**src/r2f_pkg.sv**
```systemverilog
package r2f_pkg;

    localparam int LANES      = 8;
    localparam int LANE_W     = $clog2(LANES);
    localparam int ADDR_W     = 12;
    localparam int LEN_W      = 8;
    localparam int CNT_W      = 11;
    localparam int FIFO_DEPTH = 16;
    localparam int FIFO_AW    = 4;

    // Run settings captured on start
    typedef struct packed {
        logic [ADDR_W-1:0] base;
        logic [LEN_W-1:0]  len;
        logic [LANES-1:0]  link;
    } run_cfg_t;

    // One write into a lane memory
    typedef struct packed {
        logic [ADDR_W-1:0] addr;
        logic [7:0]        data;
        logic              en;
    } lane_wr_t;

    // Lane k adds 2k+1 to the low address byte
    function automatic logic [7:0] lane_bias(input int unsigned lane);
        logic [7:0] bias;
        bias = 8'(2 * lane + 1);
        return bias;
    endfunction

endpackage

```
**src/byte_fifo.sv**
```systemverilog
`timescale 1ns/1ps

module byte_fifo (
    input  logic       clk_50,
    input  logic       rst,
    input  logic       push,
    input  logic [7:0] push_data,
    input  logic       pop,
    output logic [7:0] pop_data,
    output logic       full,
    output logic       empty
);
    import r2f_pkg::*;

    logic [7:0]         mem [FIFO_DEPTH];
    logic [FIFO_AW-1:0] wr_ptr;
    logic [FIFO_AW-1:0] rd_ptr;
    logic [FIFO_AW:0]   count;
    logic               wr_ok;
    logic               rd_ok;

    assign full  = (count == (FIFO_AW+1)'(FIFO_DEPTH));
    assign empty = (count == '0);
    assign wr_ok = push && !full;
    assign rd_ok = pop && !empty;

    always_ff @(posedge clk_50 or posedge rst) begin
        if (rst) begin
            wr_ptr <= '0;
            rd_ptr <= '0;
            count  <= '0;
        end else begin
            if (wr_ok) begin
                wr_ptr <= wr_ptr + 1'b1;
            end
            if (rd_ok) begin
                rd_ptr <= rd_ptr + 1'b1;
            end
            // Push and pop together leave the level unchanged
            if (wr_ok && !rd_ok) begin
                count <= count + 1'b1;
            end else if (rd_ok && !wr_ok) begin
                count <= count - 1'b1;
            end
        end
    end

    always_ff @(posedge clk_50) begin
        if (wr_ok) begin
            mem[wr_ptr] <= push_data;
        end
        if (rd_ok) begin
            pop_data <= mem[rd_ptr];
        end
    end

endmodule

```
**config.mk**
```make
export PLATFORM = sky130hd
export DESIGN_NAME = byte_fifo
export DESIGN_NICKNAME = d
export VERILOG_FILES = /design/src/r2f_pkg.sv /design/src/byte_fifo.sv
export SDC_FILE = /design/constraint.sdc
export NUM_CORES = 1
export LEC_CHECK = 0
export ABC_CLOCK_PERIOD_IN_PS = 8300
export BUFFER_PORTS_ARGS = -buffer_cell sky130_fd_sc_hd__buf_2
export CAP_MARGIN = 20
export CORE_AREA = 3 3 105 107
export CTS_CLUSTER_DIAMETER = 200
export DETAILED_ROUTE_END_ITERATION = 7
export DIE_AREA = 0 0 108 110
export PLACE_DENSITY_LB_ADDON = 0.25
export SLEW_MARGIN = 20
export SYNTH_ARGS = -nofsm -noshare
export SYNTH_HDL_FRONTEND = slang
export SYNTH_SLANG_ARGS = --single-unit
```
**constraint.sdc**
```tcl
create_clock -name clk_50 -period 8.3 [get_ports clk_50]
set_input_delay 1.245 -clock clk_50 [delete_from_list [all_inputs] [get_ports clk_50]]
set_output_delay 1.245 -clock clk_50 [all_outputs]
set_load 0.02 [all_outputs]
```
==> impl_results.md <==
* Pins over their slew limit at 0
* Post-route setup TNS at 0 ns
* Io pins at 22
* Register area share after synthesis at 72.7%
* Met2 WL at 5530 um
* Num CTS Buffers at 17
* Cell area after placement at slightly above 6000 um^2
* CTS tree: done
* Final Hold Fails at 0
* Initial antenna violation count at 0
* Vias per cell at 5.94
* Placed insts at around 470
* RSZ-0062 raised after global routing: false
* Relative slew slack at 30.8%
* Largest net degree at the start of global routing at 52
* DR pass1 iterations at 5
* Final setup viols at 0
* Number of global-route vias before repair at 3,056
* Routed wire length at 11,200 um
* Clk root buf: clkbuf_8
* Worst-case clock skew at between 0.009 and 0.01 ns
* Commonest cells after routing, fill and taps aside: 136 x edfxtp_1, 33 x mux2i_1, 21 x buf_2
* Critical Path Sink Type: output port
* Std cell rows at 37
* Worst setup SP type: flip-flop
* Die height at 110 um
* Global-route wire length before repair at around 17,000 um
* Port Buf Inserts at 21
* CP startpoint: count[0]
* Postcts setup bufs at 0
* Die span in x at 108 um
* Hold Slack at between 0.5 and 0.6 ns
* Synthesized area at about 6100 um^2
* Worst R2R Start: count[0]
* Post-route ant nets at 0
* Final min period at approximately 3.1 ns
* Setup slack, reg-to-reg at 5.53 ns
* Ys Warns at 0
* Syn Inst Count at 331
* CTS H-Tree Depth at 4
* CP Max Fanout at 5
* Worst-Margin Slew at 1.03 ns
* Area grow syn2layout at 12.6%
* Leak Pwr at about 0.0024 uW
* Hold Crit Class: flip-flop to flip-flop
* Post-synth top area cell: edfxtp_1
* Most common cell after layout, fill and taps aside: edfxtp_1
* Non-filler cells, final at roughly 510
* Nets at 379
* Share of post-route cells with drive strength above 1 at 24.9%
* Initial Utilization at roughly three fifths
* Reg2reg path depth at 9
* Clock slew at reported path FFs at 0.07 ns
* DR WL met3 at between 900 and 1000 um
* Hold_buf cts at 0
* # DRC at 0
* GRT overflow at 0
* Worst path required time at 7.05 ns
* Critical path, cell by cell: or4_4, nor2_1, buf_2
* Arrival time at the worst endpoint at 1.83 ns
* Number of diodes at 0
* Maximum clock path buffer count at 2
* Status: complete, no violations
* First DRT Iteration DRCs at ~230
* Fin crit share at 37.1%
* CP max stage delay at between 0.5 and 0.6 ns
* Max_cap viols at 0
* Wl on met1 at 4520 um
* Final instance area at a little under 7000 um^2
* Power Dens Cells at 361 nW/um^2
* Total number of vias at 3,007
* Max layer used: met4
* Setup crit end: empty
* Post-CTS sizing at 0
* Yosys top cell area share at approximately 67%
* Worst-Skew Late Latency at 0.52 ns
* CP max-delay cell: or4_4
* DP HPWL at just over 7000 um
* Synth area leaders: edfxtp_1 67%, mux4_2 5.9%, mux2i_1 5.5%, dfrtp_1 5.4%, ha_1 1.9%
* Fmax at around 320 MHz
* Post-synthesis cell type count at 38
* Core area at 10,200 um^2
* Reg-to-reg critical path endpoint: count[4]
* GR Util All Layers at 20.8%
* #FFs+latches synth at between 100 and 150
* Placer Congestion at 0.784
* DR WL/cell at roughly 22 um
* Peak supply drop at 0.224 mV
* Synthesized area per cell at 18.3 um^2
* CP Class: flip-flop to output port
* Clk sinks at 149
* Mapped Nets at 353
* Full die area at between 10,000 and 15,000 um^2
[critical path: cells and delay by family, from the launching register on]
family | cells | cell delay [ns]
and+or+nand+nor | 2 | 0.70
buffers and inverters | 1 | 0.18
DFF | 1 | 0.45
[metal layers]
metal,global-route usage [%],up-vias
met5,0,-
met3,4.43,13
met2,32.1,123
met4,8.84,0
li1,-,1370
met1,29.3,1501
[layout make-up]
type | instances | area, um^2
well taps | 136 | 170
multi-input cells | 159 | 1510
clock buffers | 17 | 414
fillers | 686 | 3410
inverters | 6 | 25.0
clock inverters | 15 | 165
repair buffers | 24 | 128
flip-flops and latches | 149 | 4410
[power by group]
part / total [uW] / internal [uW] / switching (uW)
registers: 1030 / 953 / 79.3
logic: 701 / 290 / 411
clock network: 730 / 412 / 318
[per-stage QoR]
stage               total power, uW  setup WS (ns)  util [%]
floorplan                      1590           5.30         -
global placement               1730           5.13      60.9
detailed placement             1750           5.02      60.9
CTS                            2470           5.21      66.6
global route                   2590           5.10      66.7
finish                         2460           5.22      66.7
[Yosys cell counts]
library cell and count:
a21boi_2 1, a21o_1 1, a21o_2 1, a21oi_1 2
a221oi_1 9, a221oi_2 7, a22oi_1 8, and2_1 1
and2_4 1, buf_1 2, buf_2 2, buf_4 3
buf_6 7, clkbuf_1 3, dfrtp_1 13, edfxtp_1 136
fa_1 1, ha_1 9, inv_1 5, inv_4 1
mux2_2 1, mux2i_1 33, mux4_2 16, nand2_1 19
nand2_2 1, nand2b_1 2, nand3_2 1, nand4_1 1
nor2_1 15, nor2b_1 1, nor3_1 4, nor4_1 1
o21ai_0 10, o21ai_1 1, o21ai_4 1, or4_4 1
xnor2_1 9, xor2_1 1
[kinds of logic after synthesis]
family | after synthesis | share of synthesized area, %
xor gates and xnor gates | 10 | 1.45
adders and majority gates | 10 | 2.19
muxes | 50 | 11.6
and+or+nand+nor | 48 | 3.65
buffers and inverters | 23 | 2.56
DFF | 149 | 72.7
AOI/OAI and AO/OA | 41 | 5.82
[worst min-delay path by stage]
| stage | endpoint | cells after the start | from | slack (ns) |
|---|---|---|---|---|
| finish | count[2] | 2 | count[2] | 0.56 |
| global route | count[3] | 2 | count[3] | 0.58 |
| CTS | count[2] | 2 | count[2] | 0.56 |
| detailed placement | count[2] | 2 | count[2] | 0.55 |
| global placement | count[2] | 2 | count[2] | 0.53 |
| floorplan | count[3] | 2 | count[3] | 0.50 |
[sequential cells by signal, indices dropped and copies added, names as in the netlist]
name	count
mem	128
wr_ptr	4
count	5
pop_data	8
rd_ptr	4
(Power assumes the default switching activity.)
