`src/r2f_pkg.sv`:
```
package r2f_pkg;

    localparam int LANES      = 8;
    localparam int LANE_W     = $clog2(LANES);
    localparam int ADDR_W     = 12;
    localparam int LEN_W      = 8;
    localparam int CNT_W      = 11;
    localparam int FIFO_DEPTH = 16;
    localparam int FIFO_AW    = 4;

    // Run settings captured on start
    typedef struct packed {
        logic [ADDR_W-1:0] base;
        logic [LEN_W-1:0]  len;
        logic [LANES-1:0]  link;
    } run_cfg_t;

    // One write into a lane memory
    typedef struct packed {
        logic [ADDR_W-1:0] addr;
        logic [7:0]        data;
        logic              en;
    } lane_wr_t;

    // Lane k adds 2k+1 to the low address byte
    function automatic logic [7:0] lane_bias(input int unsigned lane);
        logic [7:0] bias;
        bias = 8'(2 * lane + 1);
        return bias;
    endfunction

endpackage

```
`src/fifo_drain.sv`:
```
`timescale 1ns/1ps

module fifo_drain (
    input  logic                        clk_50,
    input  logic                        rst,
    input  logic                        drain_start,
    input  logic [r2f_pkg::CNT_W-1:0]   drain_count,
    input  logic                        empty,
    input  logic [7:0]                  pop_data,
    output logic                        pop,
    output logic [7:0]                  out_byte,
    output logic                        out_valid,
    output logic                        drain_done
);
    import r2f_pkg::*;

    logic             active;
    logic [CNT_W-1:0] remaining;

    assign pop      = active && (remaining != '0) && !empty;
    assign out_byte = pop_data;

    always_ff @(posedge clk_50 or posedge rst) begin
        if (rst) begin
            active     <= 1'b0;
            remaining  <= '0;
            out_valid  <= 1'b0;
            drain_done <= 1'b0;
        end else begin
            out_valid  <= pop;
            drain_done <= 1'b0;
            if (drain_start) begin
                remaining <= drain_count;
                if (drain_count == '0) begin
                    drain_done <= 1'b1;
                end else begin
                    active <= 1'b1;
                end
            end else if (active) begin
                if (pop) begin
                    remaining <= remaining - 1'b1;
                end
                // Last byte is on the port this cycle
                if (out_valid && remaining == '0) begin
                    active     <= 1'b0;
                    drain_done <= 1'b1;
                end
            end
        end
    end

endmodule

```
`config.mk`:
```
export PLATFORM = sky130hd
export DESIGN_NAME = fifo_drain
export DESIGN_NICKNAME = d
export VERILOG_FILES = /design/src/r2f_pkg.sv /design/src/fifo_drain.sv
export SDC_FILE = /design/constraint.sdc
export NUM_CORES = 1
export LEC_CHECK = 0
export BUFFER_PORTS_ARGS = -buffer_cell sky130_fd_sc_hd__buf_2
export CAP_MARGIN = 20
export CORE_UTILIZATION = 52
export DETAILED_ROUTE_END_ITERATION = 12
export PLACE_DENSITY = 0.94
export SYNTH_ARGS = -nofsm -noshare
export SYNTH_HDL_FRONTEND = slang
export SYNTH_SLANG_ARGS = --single-unit
```
`constraint.sdc`:
```
create_clock -name clk_50 -period 5.2 [get_ports clk_50]
set_input_delay 0.78 -clock clk_50 [delete_from_list [all_inputs] [get_ports clk_50]]
set_output_delay 0.78 -clock clk_50 [all_outputs]
set_load 0.02 [all_outputs]
```
==> summary.md <==
| Metric | Value |
|---|---|
| CP Launch Type | `flop` |
| Crit-path max FO | `4` |
| Gp weighted congestion | `0.889` |
| Register share of total power | `0.548` |
| Critical Path RT | `4.42 ns` |
| Worst Hold Class | `primary input to asynchronous set/reset pin` |
| Synth Net Count | `130` |
| Syn_area_per_cell | `8.88 sq um` |
| Dpl cell area | `967 sq um` |
| CTS buffer count | `3` |
| Fmax achieved | `0.361 GHz` |
| Pin count of the biggest net entering global routing | `18` |
| Std cell rows | `15` |
| Outcome | `finished clean` |
| GRT Util Overall | `0.229` |
| Worst VDD drop | `133 uV` |
| Core area | `0.00171 sq mm` |
| Synth Area in Adders | `0.0133` |
| CP Capture Type | `output pin` |
| Post-cts resize count | `0` |
| CTS tree | `yes` |
| Number of clock sinks | `14` |
| Post-synthesis sequential area ratio | `0.372` |
| I/O Buffers | `17` |
| Worst-Margin Slew | `0.560 ns` |
| Pwr Density | `247 mW/mm^2` |
| Max-cap violations | `0` |
| RSZ-0062 raised after global routing | `no` |
| Switch Pwr | `0.0000766 W` |
| Compound-Gate Fraction of Synth Area | `0.182` |
| DP HPWL | `1550 um` |
| Unique masters post-synth | `37` |
| Slew HR | `0.621` |
| WP data arrival | `1.99 ns` |
| Seq cells post-synth | `14` |
| Crit Path Class | `flop to output pin` |
| Drt first pass iters | `5` |
| Final Routed Wirelength | `2000 um` |
| Root Buffer | `clkbuf_4` |
| Vias | `850` |
| Vias in the first global route | `766` |
| Final hold vios | `0` |
| Die area | `0.00198 sq mm` |
| Post-synthesis instance area | `941 sq um` |
| Synthesized instance count | `106` |
| Internal power | `0.000168 W` |
| Antenna violations before repair | `0` |
| WL/cell | `14.5 um` |
| Post-Route Setup TNS | `0 ns` |
| FF-to-FF path depth | `6` |
| DRT iter0 DRCs | `23` |
| Initial core utilization | `0.551` |
| First-pass GRT wire length | `3280 um` |
| Largest family of logic cells by synthesized area | `simple AND/OR/NAND/NOR gates` |
| Fin Clk Skew | `0.00549 ns` |
| Mux cell area share after synthesis | `0` |
| Overflow after GRT | `0` |
| Post-Synth XOR/XNOR Area | `0.00931` |
| Max-slew violation count | `0` |
| CTS H-tree lvls | `1` |
| Clock period minus worst slack | `2.77 ns` |
| Post-route cell area | `990 sq um` |
| Switch share | `0.313` |
| Simple-Gate Fraction of Synth Area | `0.307` |
| Clock power frac | `0.247` |
| Comb power frac | `0.205` |
| Leakage power | `0.425 nW` |
| Post-route ant nets | `0` |
| Die H | `44.5 um` |
| Final worst path period share | `0.533` |
| Syn-to-layout area delta | `5.19%` |
| Final setup fails | `0` |
| Routed vias/inst | `6.16` |
| Die width | `44.5 um` |
| Postcts setup bufs | `0` |
| Hold_buf cts | `0` |
| Bufs on Longest Clock Path | `2` |
| Clock latency on the worst-skew pair | `0.27 ns` |
| Ant. Diodes | `0` |
| YS warnings | `0` |
| Worst-path clk slew | `0.08 ns` |
| Fin nets | `139` |
| Share of layout cells above drive strength 1 | `0.230` |
| DRC Markers | `0` |
| I/O pin count | `34` |
## per-stage QoR
step	total power [W]	hold slack (ns)	setup WS, ns	utilization	cells
after floorplan	0.000181	0.546	2.99	-	106
after global placement	0.000182	0.551	2.82	0.566	135
after detailed placement	0.000186	0.566	2.74	0.566	135
after CTS	0.000244	0.551	2.44	0.579	138
after global routing	0.000260	0.569	2.33	0.579	138
final	0.000244	0.527	2.43	0.579	138
## worst max-delay path: stages, from the launching register on
cell and delay (ns):
dfrtp_1 0.43, inv_1 0.08, ha_1 0.18, nor4b_1 0.49, a31oi_1 0.30, buf_2 0.24
## Yosys cell counts
cell       instances  share of area
buf_6              1          0.012
o31a_1             1         0.0093
nor4b_4            1          0.025
or2_2              1         0.0067
a311oi_1           1         0.0093
o21ai_0            5          0.027
a2bb2oi_1          1         0.0093
inv_1              5          0.020
or4_4              1          0.012
nor2b_1            1         0.0067
a31oi_1            6          0.040
a21boi_0           1         0.0080
nor4_4             1          0.023
o22ai_1            2          0.013
dfrtp_1           14           0.37
o311ai_0           2          0.019
and2_1             1         0.0067
nand3_1            4          0.021
nand3b_1           1         0.0080
o41ai_1            3          0.028
nor2_1            10          0.040
nand4b_1           1         0.0093
a21oi_1            2          0.011
o2bb2ai_1          1         0.0093
nor4b_1            1         0.0093
buf_4              9          0.072
nand2b_1           1         0.0067
nand2_1           15          0.060
or3_1              1         0.0067
clkbuf_1           3          0.012
ha_1               1          0.013
xnor2_1            1         0.0093
or4b_4             1          0.015
nor4_1             2          0.013
nor3_4             1          0.017
nor3_1             2          0.011
or4b_1             1          0.011
## path summary, 6_finish.rpt
kind,startpoint,to,slack [ns]
worst max-delay path,remaining[0],pop,2.43
max in group asynchronous,rst,remaining[10],4.32
worst min-delay path,rst,remaining[1],0.53
worst min register to register,out_valid,active,0.58
worst max register to register,remaining[0],remaining[6],3.19
min in group clk_50,out_valid,active,0.58
## cell usage in the layout (no fill, tap or decap), types with 2 or more instances in the layout
cell and n:
buf_2 17, nand2_1 15, dfrtp_1 14, nor2_1 10, a31oi_1 6, o21ai_0 5
inv_1 5, nand3_1 4, o41ai_1 3, clkbuf_4 3, a21oi_1 2, nor3_1 2
o311ai_0 2, nor4_1 2, o22ai_1 2
## flip-flops by register name, summed over array words and instances (netlist names)
signal,cells
drain_done,1
remaining,11
active,1
out_valid,1
## logic make-up (layout without fill, tap and decap cells)
family | count (synthesis) | in the layout
AND/OR/NAND/NOR | 47 | 47
AO/OA/AOI/OAI | 25 | 25
buffers and inverters | 18 | 25
flip-flops | 14 | 14
adder cells (fa/ha/maj) | 1 | 1
XOR/XNOR | 1 | 1
## final cells by class
type / count / area, sq um
Tap cell: 25 / 31.3
Timing Repair Buffer: 17 / 85.1
Clock buffer: 3 / 22.5
Inverter: 5 / 18.8
Sequential cell: 14 / 350
Fill cell: 159 / 718
Multi-Input combinational cell: 74 / 482
## power by group through the flow
stage	Sequential (W)	Combinational [W]	Clock, W
2_1_floorplan	0.000130	0.0000504	0
3_3_place_gp	0.000135	0.0000475	0
3_5_place_dp	0.000136	0.0000498	0
4_1_cts	0.000133	0.0000502	0.0000606
5_1_grt	0.000136	0.0000558	0.0000689
6_report	0.000134	0.0000502	0.0000602
## metal layers
| layer | global-route usage | routed length, um |
|---|---|---|
| met4 | 0.152 | 61 |
| met1 | 0.288 | 859 |
| met3 | 0.0367 | 141 |
| met5 | 0 | 0 |
| met2 | 0.359 | 936 |
No activity file was read; power rests on OpenSTA's default activity.
