<file path="src/r2f_pkg.sv">
package r2f_pkg;

    localparam int LANES      = 8;
    localparam int LANE_W     = $clog2(LANES);
    localparam int ADDR_W     = 12;
    localparam int LEN_W      = 8;
    localparam int CNT_W      = 11;
    localparam int FIFO_DEPTH = 16;
    localparam int FIFO_AW    = 4;

    // Run settings captured on start
    typedef struct packed {
        logic [ADDR_W-1:0] base;
        logic [LEN_W-1:0]  len;
        logic [LANES-1:0]  link;
    } run_cfg_t;

    // One write into a lane memory
    typedef struct packed {
        logic [ADDR_W-1:0] addr;
        logic [7:0]        data;
        logic              en;
    } lane_wr_t;

    // Lane k adds 2k+1 to the low address byte
    function automatic logic [7:0] lane_bias(input int unsigned lane);
        logic [7:0] bias;
        bias = 8'(2 * lane + 1);
        return bias;
    endfunction

endpackage

</file>
<file path="src/bank_fill.sv">
`timescale 1ns/1ps

module bank_fill (
    input  logic                                        clk_50,
    input  logic                                        rst,
    input  logic                                        fill_start,
    input  r2f_pkg::run_cfg_t                           cfg_q,
    output r2f_pkg::lane_wr_t [r2f_pkg::LANES-1:0]      lane_wr,
    output logic                                        fill_done
);
    import r2f_pkg::*;

    logic              active;
    logic [ADDR_W-1:0] addr_q;
    logic [LEN_W-1:0]  left;

    always_ff @(posedge clk_50 or posedge rst) begin
        if (rst) begin
            active    <= 1'b0;
            addr_q    <= '0;
            left      <= '0;
            fill_done <= 1'b0;
        end else begin
            fill_done <= 1'b0;
            if (fill_start) begin
                active <= 1'b1;
                addr_q <= cfg_q.base;
                left   <= cfg_q.len;
            end else if (active) begin
                // Address wraps at the top of the lane
                addr_q <= addr_q + 1'b1;
                left   <= left - 1'b1;
                if (left == LEN_W'(1)) begin
                    active    <= 1'b0;
                    fill_done <= 1'b1;
                end
            end
        end
    end

    always_comb begin
        for (int k = 0; k < LANES; k++) begin
            lane_wr[k].addr = addr_q;
            lane_wr[k].data = addr_q[7:0] + lane_bias(k);
            lane_wr[k].en   = active;
        end
    end

endmodule

</file>
<file path="config.mk">
export PLATFORM = sky130hd
export DESIGN_NAME = bank_fill
export DESIGN_NICKNAME = d
export VERILOG_FILES = /design/src/r2f_pkg.sv /design/src/bank_fill.sv
export SDC_FILE = /design/constraint.sdc
export NUM_CORES = 1
export LEC_CHECK = 0
export BUFFER_PORTS_ARGS = -buffer_cell sky130_fd_sc_hd__buf_2
export CAP_MARGIN = 20
export CORE_MARGIN = 4
export CORE_UTILIZATION = 42
export DETAILED_ROUTE_END_ITERATION = 10
export PLACE_DENSITY = 0.87
export SETUP_SLACK_MARGIN = 0.02
export SYNTH_ARGS = -nofsm -noshare
export SYNTH_HDL_FRONTEND = slang
export SYNTH_SLANG_ARGS = --single-unit
export TNS_END_PERCENT = 100
</file>
<file path="constraint.sdc">
create_clock -name clk_50 -period 2.2 [get_ports clk_50]
set_input_delay 0.22 -clock clk_50 [delete_from_list [all_inputs] [get_ports clk_50]]
set_output_delay 0.22 -clock clk_50 [all_outputs]
set_load 0.02 [all_outputs]
</file>
==> run_results.csv <==
group,metric,value,unit
outcome,outcome,"complete, no violations",
placed_design,dpl.hpwl,5392,um
timing,fin_crit_sh,0.9205,
power_and_ir_drop,power.internal,1.133,mW
placed_design,dpl.cell_count,494,
synth,netlist_top_cells_area,"buf_4 30%, dfrtp_1 20%, xnor2_1 9.4%, xor2_1 5.2%, nand2_1 3.9%",
cells_and_area,antenna_cells,0,
synth,syn-num-nets,381,
synth,synth.cell_area,2695,um2
setup_path,crit_path_start,"addr_q[0]",
setup_path,crit_end,"lane_wr[7]",
timing,setup_viol,0,
power_and_ir_drop,p_per_area,803.7,nW/um2
synth,synth_top_area_cell,"buf_4",
floorplanning,rows,28,
timing,timing.fmax,493.8,MHz
global_routing,grt_pass1_vias,2142,
timing,worst-slew-pin-transition,0.9003,ns
power_and_ir_drop,ir_drop,0.5251,mV
run,drv_cap,0,
timing,skew,0.007849,ns
global_routing,antenna_found_initial,0,
cells_and_area,instances_no_fill,499,
power_and_ir_drop,clkPwrFrac,0.124,
clock_tree,cts_made_buffers,3,
power_and_ir_drop,finalPower,2.424,mW
synth,ys_seq_area_frac,0.2043,
power_and_ir_drop,power_switching,1.291,mW
floorplanning,die_y,88.11,um
setup_path,cpPeakStageDelay,0.47,ns
timing,slew_headroom,0.3991,
power_and_ir_drop,combinationalPowerShare,0.656,
setup_path,critical_path_class,"reg2out",
clock_tree,cts_hold_buf,0,
clock_tree,cts_tree,"built",
timing,finalHoldViolations,0,
clock_tree,cts_sinks,22,
global_routing,grt_pass1_wl,10450,um
setup_path,regToRegStartpoint,"addr_q[0]",
synth,synth_warnings,0,
timing,rsz0062_at_grt,"false",
setup_path,arrival,1.81,ns
floorplanning,die_area,7762,um2
synth,synth_top_area_share,0.3036,
floorplanning,initial_core_util,0.4447,
drt,wl,6985,um
cells_and_area,drive_above_1_share,0.5212,
global_routing,track_usage,0.1660,
setup_path,rr_worst_depth,4,
floorplanning,die_x,88.11,um
synth,synth.distinct_cells,40,
setup_path,cp-start-kind,"register",
floorplanning,io_pins,200,
synth,synth_ff_type,"dfrtp_1",
synth,avgSynthCellArea,7.789,um2
setup_path,crit_chain,"ha_1, nand3_1, nor2_1, xor2_1, buf_2",
placed_design,io_buffers,191,
power_and_ir_drop,power.leakage,1.579,nW
setup_path,worstPathRequired,1.98,ns
setup_path,crit_cells,5,
clock_tree,cts_max_level,1,
placed_design,routabilityCongestion,0.8540,
drt,drt-vias-per-instance,4.984,
setup_path,cp_slowest_cell,"dfrtp_2",
floorplanning,core_area,6061,um2
setup_path,rr_endpoint,"addr_q[10]",
synth,synth_edf_count,0,
power_and_ir_drop,sw_frac_of_total,0.5326,
setup_path,path_max_fanout,12,
drt,antenna_left,0,
timing,drv_slew,0,
clock_tree,clk_latency,0.27,ns
setup_path,cp-end-kind,"output port",
synth,async_flop_share,1.000,
timing,layout_min_cycle_time,2.025,ns
hold_path,hp-class,"in2async",
drt,dr_total_vias,2487,
synth,synth-seq-cells,22,
power_and_ir_drop,seqPwrFrac,0.220,
synth,netlist_instances,346,
global_routing,grt_max_degree,36,
drt,dr.pass1.iters,4,
drt,drc_errors,0,
clock_tree,clockRootBuffer,"clkbuf_8",
setup_path,cp_num_buf_inv,1,
setup_path,reg2reg_setup_slack,0.20,ns
synth,synth_common_cells,"109 x buf_4, 29 x xnor2_1, 28 x nand2_1",
drt,detail_route.wl_per_cell,14.00,um
setup_path,cpLargestDelayFamily,"flip-flops",
cells_and_area,fillCellCount,589,
clock_tree,clock_path_buffers,2,
clock_tree,cts.clk_slew.worst_paths,0.09,ns
timing,finalSetupTns,0,ns
cells_and_area,syn2layout_area_growth,11.93,%
synth,synthMostInstantiatedCell,"buf_4",
cells_and_area,final_nets,460,
drt,drt_iter0_markers,99,
global_routing,overflow,0,
==> state kept, by name (all words and copies together) (netlist names) <==
signal / count
addr_q: 12
active: 1
left: 8
fill_done: 1
==> cells by family (layout without fill, tap and decap cells) <==
group	after synthesis	after routing	synth area share
AOI/OAI and AO/OA	44	44	0.1017
and+or+nand+nor	87	87	0.1732
muxes	1	1	0.003714
xor gates and xnor gates	45	45	0.1462
DFF	22	22	0.2043
buffers and inverters	143	221	0.3524
adders and majority gates	4	4	0.01857
==> worst reg2reg max path, cell delays in order, from the launching register on <==
cell	delay [ns]
dfrtp_2	0.47
ha_1	0.41
nand4_1	0.31
or4_1	0.57
a31oi_1	0.16
==> stage by stage <==
stage / worst slack, ns / utilization / hold slack, ns / area (um2)
final: 0.1749 / 0.4977 / 0.1339 / 3017
after global routing: 0.02284 / 0.4977 / 0.1662 / 3017
after floorplan: 0.01299 / - / 0.2092 / 2714
after CTS: 0.07084 / 0.4953 / 0.1473 / 3002
after global placement: 0.2553 / 0.4862 / 0.4260 / 2947
after detailed placement: 0.2275 / 0.4862 / 0.4343 / 2947
==> layout by cell type (no fill, tap or decap), types with 2 or more instances in the layout <==
cell	n
o2111ai_1	2
ha_1	3
dfrtp_1	20
a21oi_1	5
nand2_1	28
o21ai_0	17
o31ai_1	4
or3_2	2
inv_1	13
o211ai_1	6
nor2_1	16
buf_4	11
a31oi_1	5
nand3_1	9
or4_1	7
nand4_1	6
buf_2	191
and3_1	2
clkbuf_8	4
dfrtp_2	2
xnor2_1	28
nor3_1	3
nor2b_1	2
xor2_1	15
or3_1	2
and4_1	2
==> power by group through the flow <==
| stage | sequential (mW) | combinational [mW] | clock (mW) |
|---|---|---|---|
| finish | 0.534 | 1.59 | 0.301 |
| global route | 0.545 | 1.71 | 0.319 |
| CTS | 0.530 | 1.60 | 0.308 |
| detailed placement | 0.538 | 1.60 | 0 |
| global placement | 0.533 | 1.58 | 0 |
| floorplan | 0.561 | 1.34 | 0 |
==> per-layer routing <==
metal / share of wire / GRT usage
met5: 0 / 0
met1: 0.39 / 0.2103
met2: 0.50 / 0.2986
met3: 0.10 / 0.03010
met4: 0.0084 / 0.02747
==> area by class of cell <==
class	count	area, um2	area share
clock buffer	4	55.05	0.01825
inverter	14	52.55	0.01742
multi-input combinational	181	1212	0.4019
sequential	22	553.0	0.1833
tap	75	93.84	0.03111
timing repair buffer	203	1050	0.3480
==> worst min-delay path by stage <==
stage | slack, ns | depth (start not counted) | start | to
after global routing | 0.17 | 3 | cfg_q[22] | addr_q[6]
final | 0.13 | 2 | rst | left[5]
after detailed placement | 0.43 | 3 | cfg_q[8] | left[0]
after floorplan | 0.21 | 1 | rst | active
after global placement | 0.43 | 3 | cfg_q[8] | left[0]
after CTS | 0.15 | 2 | rst | left[0]
==> timing repair <==
item / CTS / global route
setup buffers: 0 / 1
resized for setup: 0 / 4
setup endpoints to repair: 0 / 7
No activity file was read; power rests on OpenSTA's default activity.
