<file path="src/r2f_pkg.sv">
package r2f_pkg;

    localparam int LANES      = 8;
    localparam int LANE_W     = $clog2(LANES);
    localparam int ADDR_W     = 12;
    localparam int LEN_W      = 8;
    localparam int CNT_W      = 11;
    localparam int FIFO_DEPTH = 16;
    localparam int FIFO_AW    = 4;

    // Run settings captured on start
    typedef struct packed {
        logic [ADDR_W-1:0] base;
        logic [LEN_W-1:0]  len;
        logic [LANES-1:0]  link;
    } run_cfg_t;

    // One write into a lane memory
    typedef struct packed {
        logic [ADDR_W-1:0] addr;
        logic [7:0]        data;
        logic              en;
    } lane_wr_t;

    // Lane k adds 2k+1 to the low address byte
    function automatic logic [7:0] lane_bias(input int unsigned lane);
        logic [7:0] bias;
        bias = 8'(2 * lane + 1);
        return bias;
    endfunction

endpackage

</file>
<file path="src/bank_gather.sv">
`timescale 1ns/1ps

module bank_gather (
    input  logic                               clk_50,
    input  logic                               rst,
    input  logic                               gather_start,
    input  r2f_pkg::run_cfg_t                  cfg_q,
    input  logic [r2f_pkg::LANES*8-1:0]        rd_data,
    input  logic                               full,
    output logic [r2f_pkg::ADDR_W-1:0]         rd_addr,
    output logic                               push,
    output logic [7:0]                         push_data,
    output logic                               gather_done
);
    import r2f_pkg::*;

    logic              run;
    logic              ready;
    logic [LEN_W-1:0]  fetch_left;
    logic [LANES*8-1:0] word_q;
    logic [LANES-1:0]  pend;
    logic [LANES-1:0]  pend_after;
    logic [LANES-1:0]  lane_bit;
    logic [LANE_W-1:0] cur_lane;
    logic              load;
    logic              last;

    // ~~~~~~~~~~~~~~~~~~~~~~~~~~~~~~~~~~~~~~~
    // Lane walk, highest enabled lane first
    // ~~~~~~~~~~~~~~~~~~~~~~~~~~~~~~~~~~~~~~~

    always_comb begin
        cur_lane = '0;
        for (int k = 0; k < LANES; k++) begin
            if (pend[k]) begin
                cur_lane = LANE_W'(k);
            end
        end
        lane_bit           = '0;
        lane_bit[cur_lane] = 1'b1;
    end

    assign push       = run && (pend != '0) && !full;
    assign push_data  = word_q[cur_lane*8 +: 8];
    assign pend_after = push ? (pend & ~lane_bit) : pend;

    // The next word is taken once the current one is fully sent
    assign load = run && ready && (fetch_left != '0) && (pend_after == '0);
    assign last = run && (fetch_left == '0) && (pend_after == '0);

    // ~~~~~~~~~~~~~~~~~~~~~~~~~~~~~~~~~~~~~~~
    // Fetch and buffer control
    // ~~~~~~~~~~~~~~~~~~~~~~~~~~~~~~~~~~~~~~~

    always_ff @(posedge clk_50 or posedge rst) begin
        if (rst) begin
            run         <= 1'b0;
            ready       <= 1'b0;
            fetch_left  <= '0;
            rd_addr     <= '0;
            pend        <= '0;
            gather_done <= 1'b0;
        end else begin
            gather_done <= 1'b0;
            if (gather_start) begin
                run        <= 1'b1;
                ready      <= 1'b0;
                fetch_left <= cfg_q.len;
                rd_addr    <= cfg_q.base;
                pend       <= '0;
            end else if (run) begin
                if (load) begin
                    // rd_data shows the new address two edges from now
                    ready      <= 1'b0;
                    fetch_left <= fetch_left - 1'b1;
                    rd_addr    <= rd_addr + 1'b1;
                    pend       <= cfg_q.link;
                end else begin
                    ready <= 1'b1;
                    pend  <= pend_after;
                end
                if (last) begin
                    run         <= 1'b0;
                    gather_done <= 1'b1;
                end
            end
        end
    end

    always_ff @(posedge clk_50) begin
        if (load) begin
            word_q <= rd_data;
        end
    end

endmodule

</file>
<file path="config.mk">
export PLATFORM = sky130hd
export DESIGN_NAME = bank_gather
export DESIGN_NICKNAME = d
export VERILOG_FILES = /design/src/r2f_pkg.sv /design/src/bank_gather.sv
export SDC_FILE = /design/constraint.sdc
export NUM_CORES = 1
export LEC_CHECK = 0
export BUFFER_PORTS_ARGS = -buffer_cell sky130_fd_sc_hd__clkbuf_2
export CAP_MARGIN = 5
export CORE_AREA = 8 8 116 118
export DETAILED_ROUTE_END_ITERATION = 8
export DIE_AREA = 0 0 124 126
export PLACE_DENSITY = 0.68
export SYNTH_ARGS = -nofsm -noshare
export SYNTH_HDL_FRONTEND = slang
export SYNTH_SLANG_ARGS = --single-unit
</file>
<file path="constraint.sdc">
create_clock -name clk_50 -period 3.3 [get_ports clk_50]
set_input_delay 0.33 -clock clk_50 [delete_from_list [all_inputs] [get_ports clk_50]]
set_output_delay 0.33 -clock clk_50 [all_outputs]
set_load 0.01 [all_outputs]
</file>
==> summary.md <==
| Metric | Value |
|---|---|
| CTS tree | `yes` |
| Final worst setup slack | `462 ps` |
| Critical path data arrival time | `2510 ps` |
| CTS root buffer | `clkbuf_16` |
| Synthesis-stage register bit count | `95` |
| RSZ-0062 raised after global routing | `false` |
| Synth Flop Type | `edfxtp_1` |
| Crit. End Element | `primary output` |
| Max_cap viols | `0` |
| Final period util | `0.860` |
| Final Max Tran Viols | `0` |
| Worst-Skew Late Latency | `340 ps` |
| Clock Skew | `7.54 ps` |
| Mapped Cells | `330` |
| Crit Path Class | `reg -> out` |
| Clock Path Buffers | `2` |
| Crit path required time | `2970 ps` |
| Commonest cells post-synth | `edfxtp_1 (64), dfrtp_1 (31), mux2i_1 (24)` |
| Grt total ovfl | `0` |
| Gr usage total | `0.137` |
| Xor/xnor share of the synthesized area | `0.0324` |
| PD cells | `982 mW/mm^2` |
| Min-Delay Path Class | `in -> async` |
| Synthesized Nets | `429` |
| Async set-reset flop share out of synthesis | `0.326` |
| Mapped Avg Cell Area | `13.1 sq um` |
| Count leader, synth | `edfxtp_1` |
| Initial Utilization | `0.370` |
| Htree depth | `3` |
| Drt wl/cell | `17.9 um` |
| Final setup violation count | `0` |
| Final TNS setup | `0 ps` |
| Cts hold-fix bufs | `0` |
| Nets | `548` |
| Placed Area | `0.00509 sq mm` |
| DRT antenna net count | `0` |
| Yosys top cell area share | `0.444` |
| PostCTS Resize Cnt | `0` |
| Layout cell share with drive strength beyond 1 | `0.351` |
| Die height | `126 um` |
| Via count | `3180` |
| Core area | `0.0117 sq mm` |
| P&R area growth vs syn | `25.1%` |
| CTS sink count | `95` |
| VDD IR max | `591 uV` |
| DRC viols | `0` |
| I/O pin count | `118` |
| I/O Buffers | `117` |
| Simple-gate area share of the yosys netlist | `0.120` |
| Largest family of logic cells by synthesized area | `simple AND/OR/NAND/NOR gates` |
| Post-synth EDFFs | `64` |
| Cts bufs inserted | `9` |
| Slew headroom | `0.401` |
| Tmin final | `2840 ps` |
| Initial antenna violation count | `0` |
| Worst Tran Pin Value | `899 ps` |
| Mux cell area share after synthesis | `0.0893` |
| DR vias/cell | `5.30` |
| Crit path top cell by count | `buf_4` |
| Clock slew seen by the registers of the worst setup and hold paths | `70 ps` |
| Final WL | `10800 um` |
| Mapped cell area | `0.00433 sq mm` |
| GP Congestion | `0.787` |
| 1st-pass router iterations | `4` |
| Core Util, Final | `0.463` |
| CP max-delay cell | `dfrtp_1` |
| Post-Place Setup Slack | `520 ps` |
| Synth top area cells | `edfxtp_1 (44%), dfrtp_1 (18%), mux2i_1 (5.5%)` |
| Crit start category | `register` |
| Largest net degree at the start of global routing | `73` |
| Ant. Diodes | `0` |
| Crit Path Max Fanout | `24` |
| Horiz. Die Dim | `124 um` |
| Vias in the first global route | `3346` |
| First-pass GRT wire length | `16700 um` |
| Leakage power total | `2.25 nW` |
| Synth Area in Compound Gates | `0.104` |
| Post-route cell area | `0.00542 sq mm` |
| Seq/Total Area, Yosys | `0.623` |
| DP HPWL | `7790 um` |
| Initial DRC count | `239` |
| Die ar. | `0.0156 sq mm` |
| Crit path cell chain | `nor2b_1 > o21a_1 > o21bai_1 > buf_4 > and2_1 > buf_4 > mux2i_1 > o221ai_1 > clkbuf_2` |
| Synth Area in Adders | `0.00867` |
| Status | `complete, no violations` |
| Worst path max stage delay | `460 ps` |
| Ys Warns | `0` |
| Setup bufs post-CTS | `0` |
| Fin. Hold Viols | `0` |
| Maximum clock frequency | `0.352 GHz` |
| Synth area leader | `edfxtp_1` |
| Post-synthesis cell type count | `56` |
| Hold_ws | `47.0 ps` |
| Core Rows | `40` |
report_power, final:
| part | switching [mW] | leakage (nW) | total, mW | internal [mW] |
|---|---|---|---|---|
| registers | 0.191 | 0.983 | 1.98 | 1.79 |
| logic | 1.31 | 1.11 | 2.21 | 0.902 |
| clock network | 0.458 | 0.161 | 1.13 | 0.675 |
| total | 1.95 | 2.25 | 5.32 | 3.37 |
cells by family (layout without fill, tap and decap cells):
group / after synthesis / after routing
AND/OR/NAND/NOR: 97 / 97
flip-flops: 95 / 95
multiplexers: 37 / 37
buffers and inverters: 22 / 145
AO/OA/AOI/OAI: 60 / 60
adder cells (fa/ha/maj): 3 / 3
XOR/XNOR: 16 / 16
flip-flops by register name, summed over array words and instances (netlist names):
name,count
fetch_left,8
word_q,64
rd_addr,12
pend,8
run,1
ready,1
gather_done,1
through the flow:
| step | total power [mW] | instances |
|---|---|---|
| floorplan | 3.52 | 330 |
| global placement | 4.17 | 585 |
| detailed placement | 4.25 | 585 |
| CTS | 5.40 | 600 |
| global route | 5.66 | 600 |
| finish | 5.32 | 600 |
placed cells by master, fill, tap and decap left out, types with 5 or more instances in the layout:
cell	Yosys	layout
mux2_2	12	12
o21ai_1	14	13
o211ai_1	8	8
nand2_1	22	22
xor2_1	10	10
dfrtp_1	31	31
xnor2_1	6	6
edfxtp_1	64	64
clkbuf_16	0	9
mux2i_1	24	24
clkbuf_2	0	117
buf_4	0	5
a22oi_1	5	5
o21ai_0	5	5
nor2_1	17	17
nand4_1	7	7
nor3_1	5	5
o221ai_1	8	8
inv_1	6	6
nand3_1	20	20
layer usage:
layer  vias up  global-route usage  routed length, um
li1       1509                   -                  -
met2       114               0.218               5060
met3        16              0.0380                799
met4         0              0.0532                219
met5         -                   0                  0
met1      1541               0.173               4690
worst paths after layout:
check,slack [ps],cells past startpoint,endpoint,from
min,50,3,pend[3],rst
max reg2reg,500,5,word_q[16],pend[6]
max,460,9,push_data[0],pend[1]
max in group asynchronous,2950,3,fetch_left[2],rst
min in group clk_50,160,1,word_q[3],rd_data[3]
min reg2reg,590,2,ready,ready
cell type report:
class | count | area, sq um
multi-input combinational | 213 | 1540
clock buffer | 9 | 225
clock inverter | 6 | 105
fill | 1086 | 6290
tap | 147 | 184
timing repair buffer | 123 | 643
sequential | 95 | 2700
inverter | 7 | 26.3
worst max-delay path, delay by kind of cell (launching register included):
family	cells	cell delay, ps
and+or+nand+nor	2	300
AOI/OAI and AO/OA	3	450
muxes	1	250
DFF	1	460
buffers and inverters	3	690
Power figures use the tool's default switching activity.
