$ cat src/r2f_pkg.sv
package r2f_pkg;

    localparam int LANES      = 8;
    localparam int LANE_W     = $clog2(LANES);
    localparam int ADDR_W     = 12;
    localparam int LEN_W      = 8;
    localparam int CNT_W      = 11;
    localparam int FIFO_DEPTH = 16;
    localparam int FIFO_AW    = 4;

    // Run settings captured on start
    typedef struct packed {
        logic [ADDR_W-1:0] base;
        logic [LEN_W-1:0]  len;
        logic [LANES-1:0]  link;
    } run_cfg_t;

    // One write into a lane memory
    typedef struct packed {
        logic [ADDR_W-1:0] addr;
        logic [7:0]        data;
        logic              en;
    } lane_wr_t;

    // Lane k adds 2k+1 to the low address byte
    function automatic logic [7:0] lane_bias(input int unsigned lane);
        logic [7:0] bias;
        bias = 8'(2 * lane + 1);
        return bias;
    endfunction

endpackage

$ cat src/r2f_seq.sv
`timescale 1ns/1ps

module r2f_seq (
    input  logic                        clk_50,
    input  logic                        rst,
    input  logic                        start,
    input  r2f_pkg::run_cfg_t           cfg,
    input  logic                        fill_done,
    input  logic                        gather_done,
    input  logic                        drain_done,
    output r2f_pkg::run_cfg_t           cfg_q,
    output logic                        fill_start,
    output logic                        gather_start,
    output logic                        drain_start,
    output logic [r2f_pkg::CNT_W-1:0]   drain_count,
    output logic                        busy,
    output logic                        done
);
    import r2f_pkg::*;

    typedef enum logic [1:0] {
        ST_IDLE,
        ST_FILL,
        ST_MOVE,
        ST_FINISH
    } state_t;

    state_t          state;
    logic            gather_seen;
    logic [LANE_W:0] lane_cnt;
    logic            gather_ok;

    always_comb begin
        lane_cnt = '0;
        for (int k = 0; k < LANES; k++) begin
            lane_cnt = lane_cnt + (LANE_W+1)'(cfg.link[k]);
        end
    end

    assign gather_ok = gather_seen || gather_done;
    assign busy      = (state != ST_IDLE);

    // Done lines up with drain_done so it trails the last byte by one cycle
    assign done = ((state == ST_MOVE) && drain_done && gather_ok) ||
                  ((state == ST_FINISH) && gather_done);

    always_ff @(posedge clk_50 or posedge rst) begin
        if (rst) begin
            state        <= ST_IDLE;
            gather_seen  <= 1'b0;
            fill_start   <= 1'b0;
            gather_start <= 1'b0;
            drain_start  <= 1'b0;
        end else begin
            fill_start   <= 1'b0;
            gather_start <= 1'b0;
            drain_start  <= 1'b0;
            case (state)
                ST_IDLE: begin
                    if (start) begin
                        fill_start <= 1'b1;
                        state      <= ST_FILL;
                    end
                end
                ST_FILL: begin
                    if (fill_done) begin
                        gather_start <= 1'b1;
                        drain_start  <= 1'b1;
                        gather_seen  <= 1'b0;
                        state        <= ST_MOVE;
                    end
                end
                ST_MOVE: begin
                    if (gather_done) begin
                        gather_seen <= 1'b1;
                    end
                    // An empty mask lets drain finish before gather
                    if (drain_done) begin
                        state <= gather_ok ? ST_IDLE : ST_FINISH;
                    end
                end
                ST_FINISH: begin
                    if (gather_done) begin
                        state <= ST_IDLE;
                    end
                end
                default: state <= ST_IDLE;
            endcase
        end
    end

    always_ff @(posedge clk_50) begin
        if (start && state == ST_IDLE) begin
            cfg_q       <= cfg;
            drain_count <= CNT_W'(cfg.len) * CNT_W'(lane_cnt);
        end
    end

endmodule

$ cat config.mk
export PLATFORM = sky130hd
export DESIGN_NAME = r2f_seq
export DESIGN_NICKNAME = d
export VERILOG_FILES = /design/src/r2f_pkg.sv /design/src/r2f_seq.sv
export SDC_FILE = /design/constraint.sdc
export NUM_CORES = 1
export LEC_CHECK = 0
export BUFFER_PORTS_ARGS = -buffer_cell sky130_fd_sc_hd__buf_2
export CAP_MARGIN = 0
export CORE_MARGIN = 3
export CORE_UTILIZATION = 31
export CTS_CLUSTER_DIAMETER = 30
export CTS_CLUSTER_SIZE = 14
export DETAILED_ROUTE_END_ITERATION = 16
export SKIP_LAST_GASP = 1
export SYNTH_ARGS = -nofsm -noshare
export SYNTH_HDL_FRONTEND = slang
export SYNTH_SLANG_ARGS = --single-unit
export TNS_END_PERCENT = 1
$ cat constraint.sdc
create_clock -name clk_50 -period 3.7 [get_ports clk_50]
set_input_delay 0.555 -clock clk_50 [delete_from_list [all_inputs] [get_ports clk_50]]
set_output_delay 0.555 -clock clk_50 [all_outputs]
set_load 0.01 [all_outputs]
==> impl_metrics.json <==
{
  "status": "complete, but fails checks",
  "violations": "setup timing",
  "syn_inst": 195,
  "portBuffers": 77,
  "internal-power_mw": 1.55,
  "async_flop_share_pct": 11.4,
  "slew_violations": 0,
  "ant_nets": 0,
  "boundaryPins": 78,
  "avgViaCountPerCell": 4.35,
  "maxSlewHeadroom_pct": 27.8,
  "drt_wl_total_um": 4620,
  "htree_levels": 2,
  "die-area_um2": 9160,
  "grt_max_degree": 41,
  "final-hold-violation-count": 0,
  "post-route-drc-count": 0,
  "synth_seq_cells": 44,
  "fin_crit_sh_pct": 139,
  "final_cells": 400,
  "tightest_slew_ns": 1.08,
  "peakVddDrop_mv": 0.200,
  "antenna_found_initial": 0,
  "cts_root_buf": "clkbuf_8",
  "antenna_cells": 0,
  "fp.dieW_um": 95.7,
  "dp_worst_setup_slack_ns": -1.95,
  "dp_hpwl_um": 3630,
  "finish.utilization_pct": 42.9,
  "finalSetupViolations": 9,
  "max_freq_ghz": 0.195,
  "yosys.cell_types.count": 29,
  "comb_power_share_pct": 52.0,
  "grt_remaining_overflow": 0,
  "switching_share_pct": 35.6,
  "coreArea_um2": 7770,
  "num_rows": 32,
  "syn_nets": 262,
  "synth_warnings": 0,
  "grt_pass1_vias": 1633,
  "die_h_um": 95.7,
  "regArea_um2": 1300,
  "grt_pass1_wl_um": 7400,
  "ys_dominant_reg_cell": "edfxtp_1",
  "cp.required_ns": 3.75,
  "critPathMaxFanout": 7,
  "clk_latency_ns": 0.30,
  "numCtsBuffers": 5,
  "seq_area_frac_synth_pct": 52.0,
  "gp_congestion": 0.758,
  "path_clk_slew_ns": 0.08,
  "clock-sinks": 44,
  "setup_tns_ns": -10.31,
  "synthToLayoutAreaGrowth_pct": 33.7,
  "netlist_area_um2": 2490,
  "clock_skew_ns": 0.00904,
  "layout_setup_ws_ns": -1.43,
  "grt.total_usage_pct": 10.3,
  "tritoncts": "built",
  "critical_path_class": "input pin to flop",
  "dp_cells": 390,
  "wire_per_inst_um": 11.6,
  "start_util_pct": 32.1,
  "vias": 1739,
  "end_kind": "flop",
  "critPathLaunchType": "input pin",
  "seqPwrFrac_pct": 32.8,
  "rsz0062_at_grt": "true",
  "hold_slack_ns": 0.140,
  "drive_gt1_share_pct": 40.9,
  "post_synth.cell_area_avg_um2": 12.8,
  "finalCriticalPeriod_ns": 5.13,
  "hold_class": "input pin to async pin",
  "clock_path_buffers": 2,
  "fill_cells": 747,
  "drt_iter0_drc": 63,
  "synth_edf_count": 39,
  "p_leak_nw": 1.58,
  "first_pass_iters": 4,
  "cap_violations": 0,
  "arrival_ns": 5.18,
  "multi_input_area_um2": 1130,
  "power_density_nw_per_um2": 723,
  "power_switching_mw": 0.858,
  "p_clk_share_pct": 15.2,
  "fin_nets": 364
}
==> routing by layer <==
layer  GRT usage, %  routed length, um  vias up
li1               -                  -      844
met1           13.0               2000      826
met2           16.9               2120       62
met3           2.89                446        7
met4           3.55                 63        0
met5              0                  0        -
==> worst max-delay path: stages <==
cell and delay [ns]:
buf_2 0.09, inv_1 0.05, fa_1 0.54, fa_1 0.42
fa_1 0.44, inv_1 0.07, ha_2 0.17, inv_1 0.05
fa_2 0.38, xnor2_4 0.18, and2_4 0.16, fa_1 0.50
inv_1 0.06, fa_1 0.53, inv_1 0.06, ha_4 0.24
nor2b_4 0.13, o2111ai_2 0.17, nand3_2 0.11, buf_4 0.14
xor2_1 0.13
==> registers in the layout, summed over array words and instances (netlist names) <==
| register | count |
|---|---|
| cfg_q | 28 |
| drain_count | 11 |
| drain_start | 1 |
| fill_start | 1 |
| gather_seen | 1 |
| state | 2 |
==> through the flow <==
| stage | power, mW | instance area [um^2] |
|---|---|---|
| floorplan | 1.61 | 2540 |
| global route | 2.62 | 3330 |
| CTS | 2.45 | 3330 |
| finish | 2.41 | 3330 |
| detailed placement | 2.04 | 3180 |
| global placement | 2.02 | 3180 |
==> cells in the mapped netlist (all sizes together), types with 3 or more instances <==
| library cell | number | area, um^2 |
|---|---|---|
| edfxtp | 39 | 1170 |
| inv | 38 | 143 |
| nor2b | 9 | 66.3 |
| xor2 | 3 | 26.3 |
| dfrtp | 5 | 125 |
| nand2 | 9 | 36.3 |
| and2 | 17 | 106 |
| o21ai | 4 | 20.0 |
| nor2 | 5 | 18.8 |
| ha | 17 | 213 |
| a21o | 3 | 22.5 |
| nand2b | 3 | 18.8 |
| a21oi | 8 | 43.8 |
| fa | 16 | 320 |
| xnor2 | 7 | 61.3 |
==> layout make-up <==
type / count / area share [%]
Timing Repair Buffer: 96 / 15.8
Sequential cell: 44 / 38.9
Clock inverter: 3 / 1.28
Multi-Input combinational cell: 112 / 33.8
Inverter: 38 / 4.28
Tap cell: 102 / 3.83
Clock buffer: 5 / 2.06
==> logic make-up after synthesis <==
group	count (synthesis)	synth area share [%]
buffers and inverters	39	6.02
DFF	44	52.0
xor gates and xnor gates	10	3.51
adders and majority gates	33	21.4
and+or+nand+nor	47	10.8
AOI/OAI and AO/OA	22	6.32
==> cell usage in the layout (no fill, tap or decap), drive strengths merged, types with 2 or more instances in the layout <==
cell and instances:
buf 96, edfxtp 39, inv 38, and2 17, ha 17, fa 16, nand2 9, nor2b 9
a21oi 8, xnor2 7, clkbuf 5, dfrtp 5, nor2 5, o21ai 4, xor2 3, a21o 3
nand2b 3, o22ai 2, nand3 2, clkinv 2
==> path summary, 6_finish.rpt <==
| path | from | to | slack (ns) | depth (start not counted) |
|---|---|---|---|---|
| worst max-delay path | cfg[0] | drain_count[8]$_DFFE_PP_ | -1.43 | 21 |
| worst min-delay path | rst | drain_start$_DFF_PP0_ | 0.14 | 2 |
| worst max register to register | state[1]$_DFFE_PP0P_ | cfg_q[2]$_DFFE_PP_ | 1.68 | 2 |
| worst min register to register | state[1]$_DFFE_PP0P_ | drain_start$_DFF_PP0_ | 0.57 | 1 |
| max in group asynchronous | rst | state[1]$_DFFE_PP0P_ | 3.40 | 2 |
| min in group clk_50 | cfg[27] | cfg_q[27]$_DFFE_PP_ | 0.43 | 1 |
==> power by group through the flow <==
stage               combinational [mW]  clock (mW)  sequential, mW
CTS                               1.28       0.378           0.793
floorplan                        0.742           0           0.865
global route                      1.41       0.397           0.810
finish                            1.25       0.367           0.790
global placement                  1.22           0           0.801
detailed placement                1.24           0           0.802
==> timing repair <==
action / CTS / global route
gates resized for setup: 4 / 0
hold buffers: 0 / 0
buffers inserted: 2 / 0
pin swaps: 5 / 0
cloned: 0 / 0
setup endpoints to repair: 9 / 9
Power figures use the tool's default switching activity.
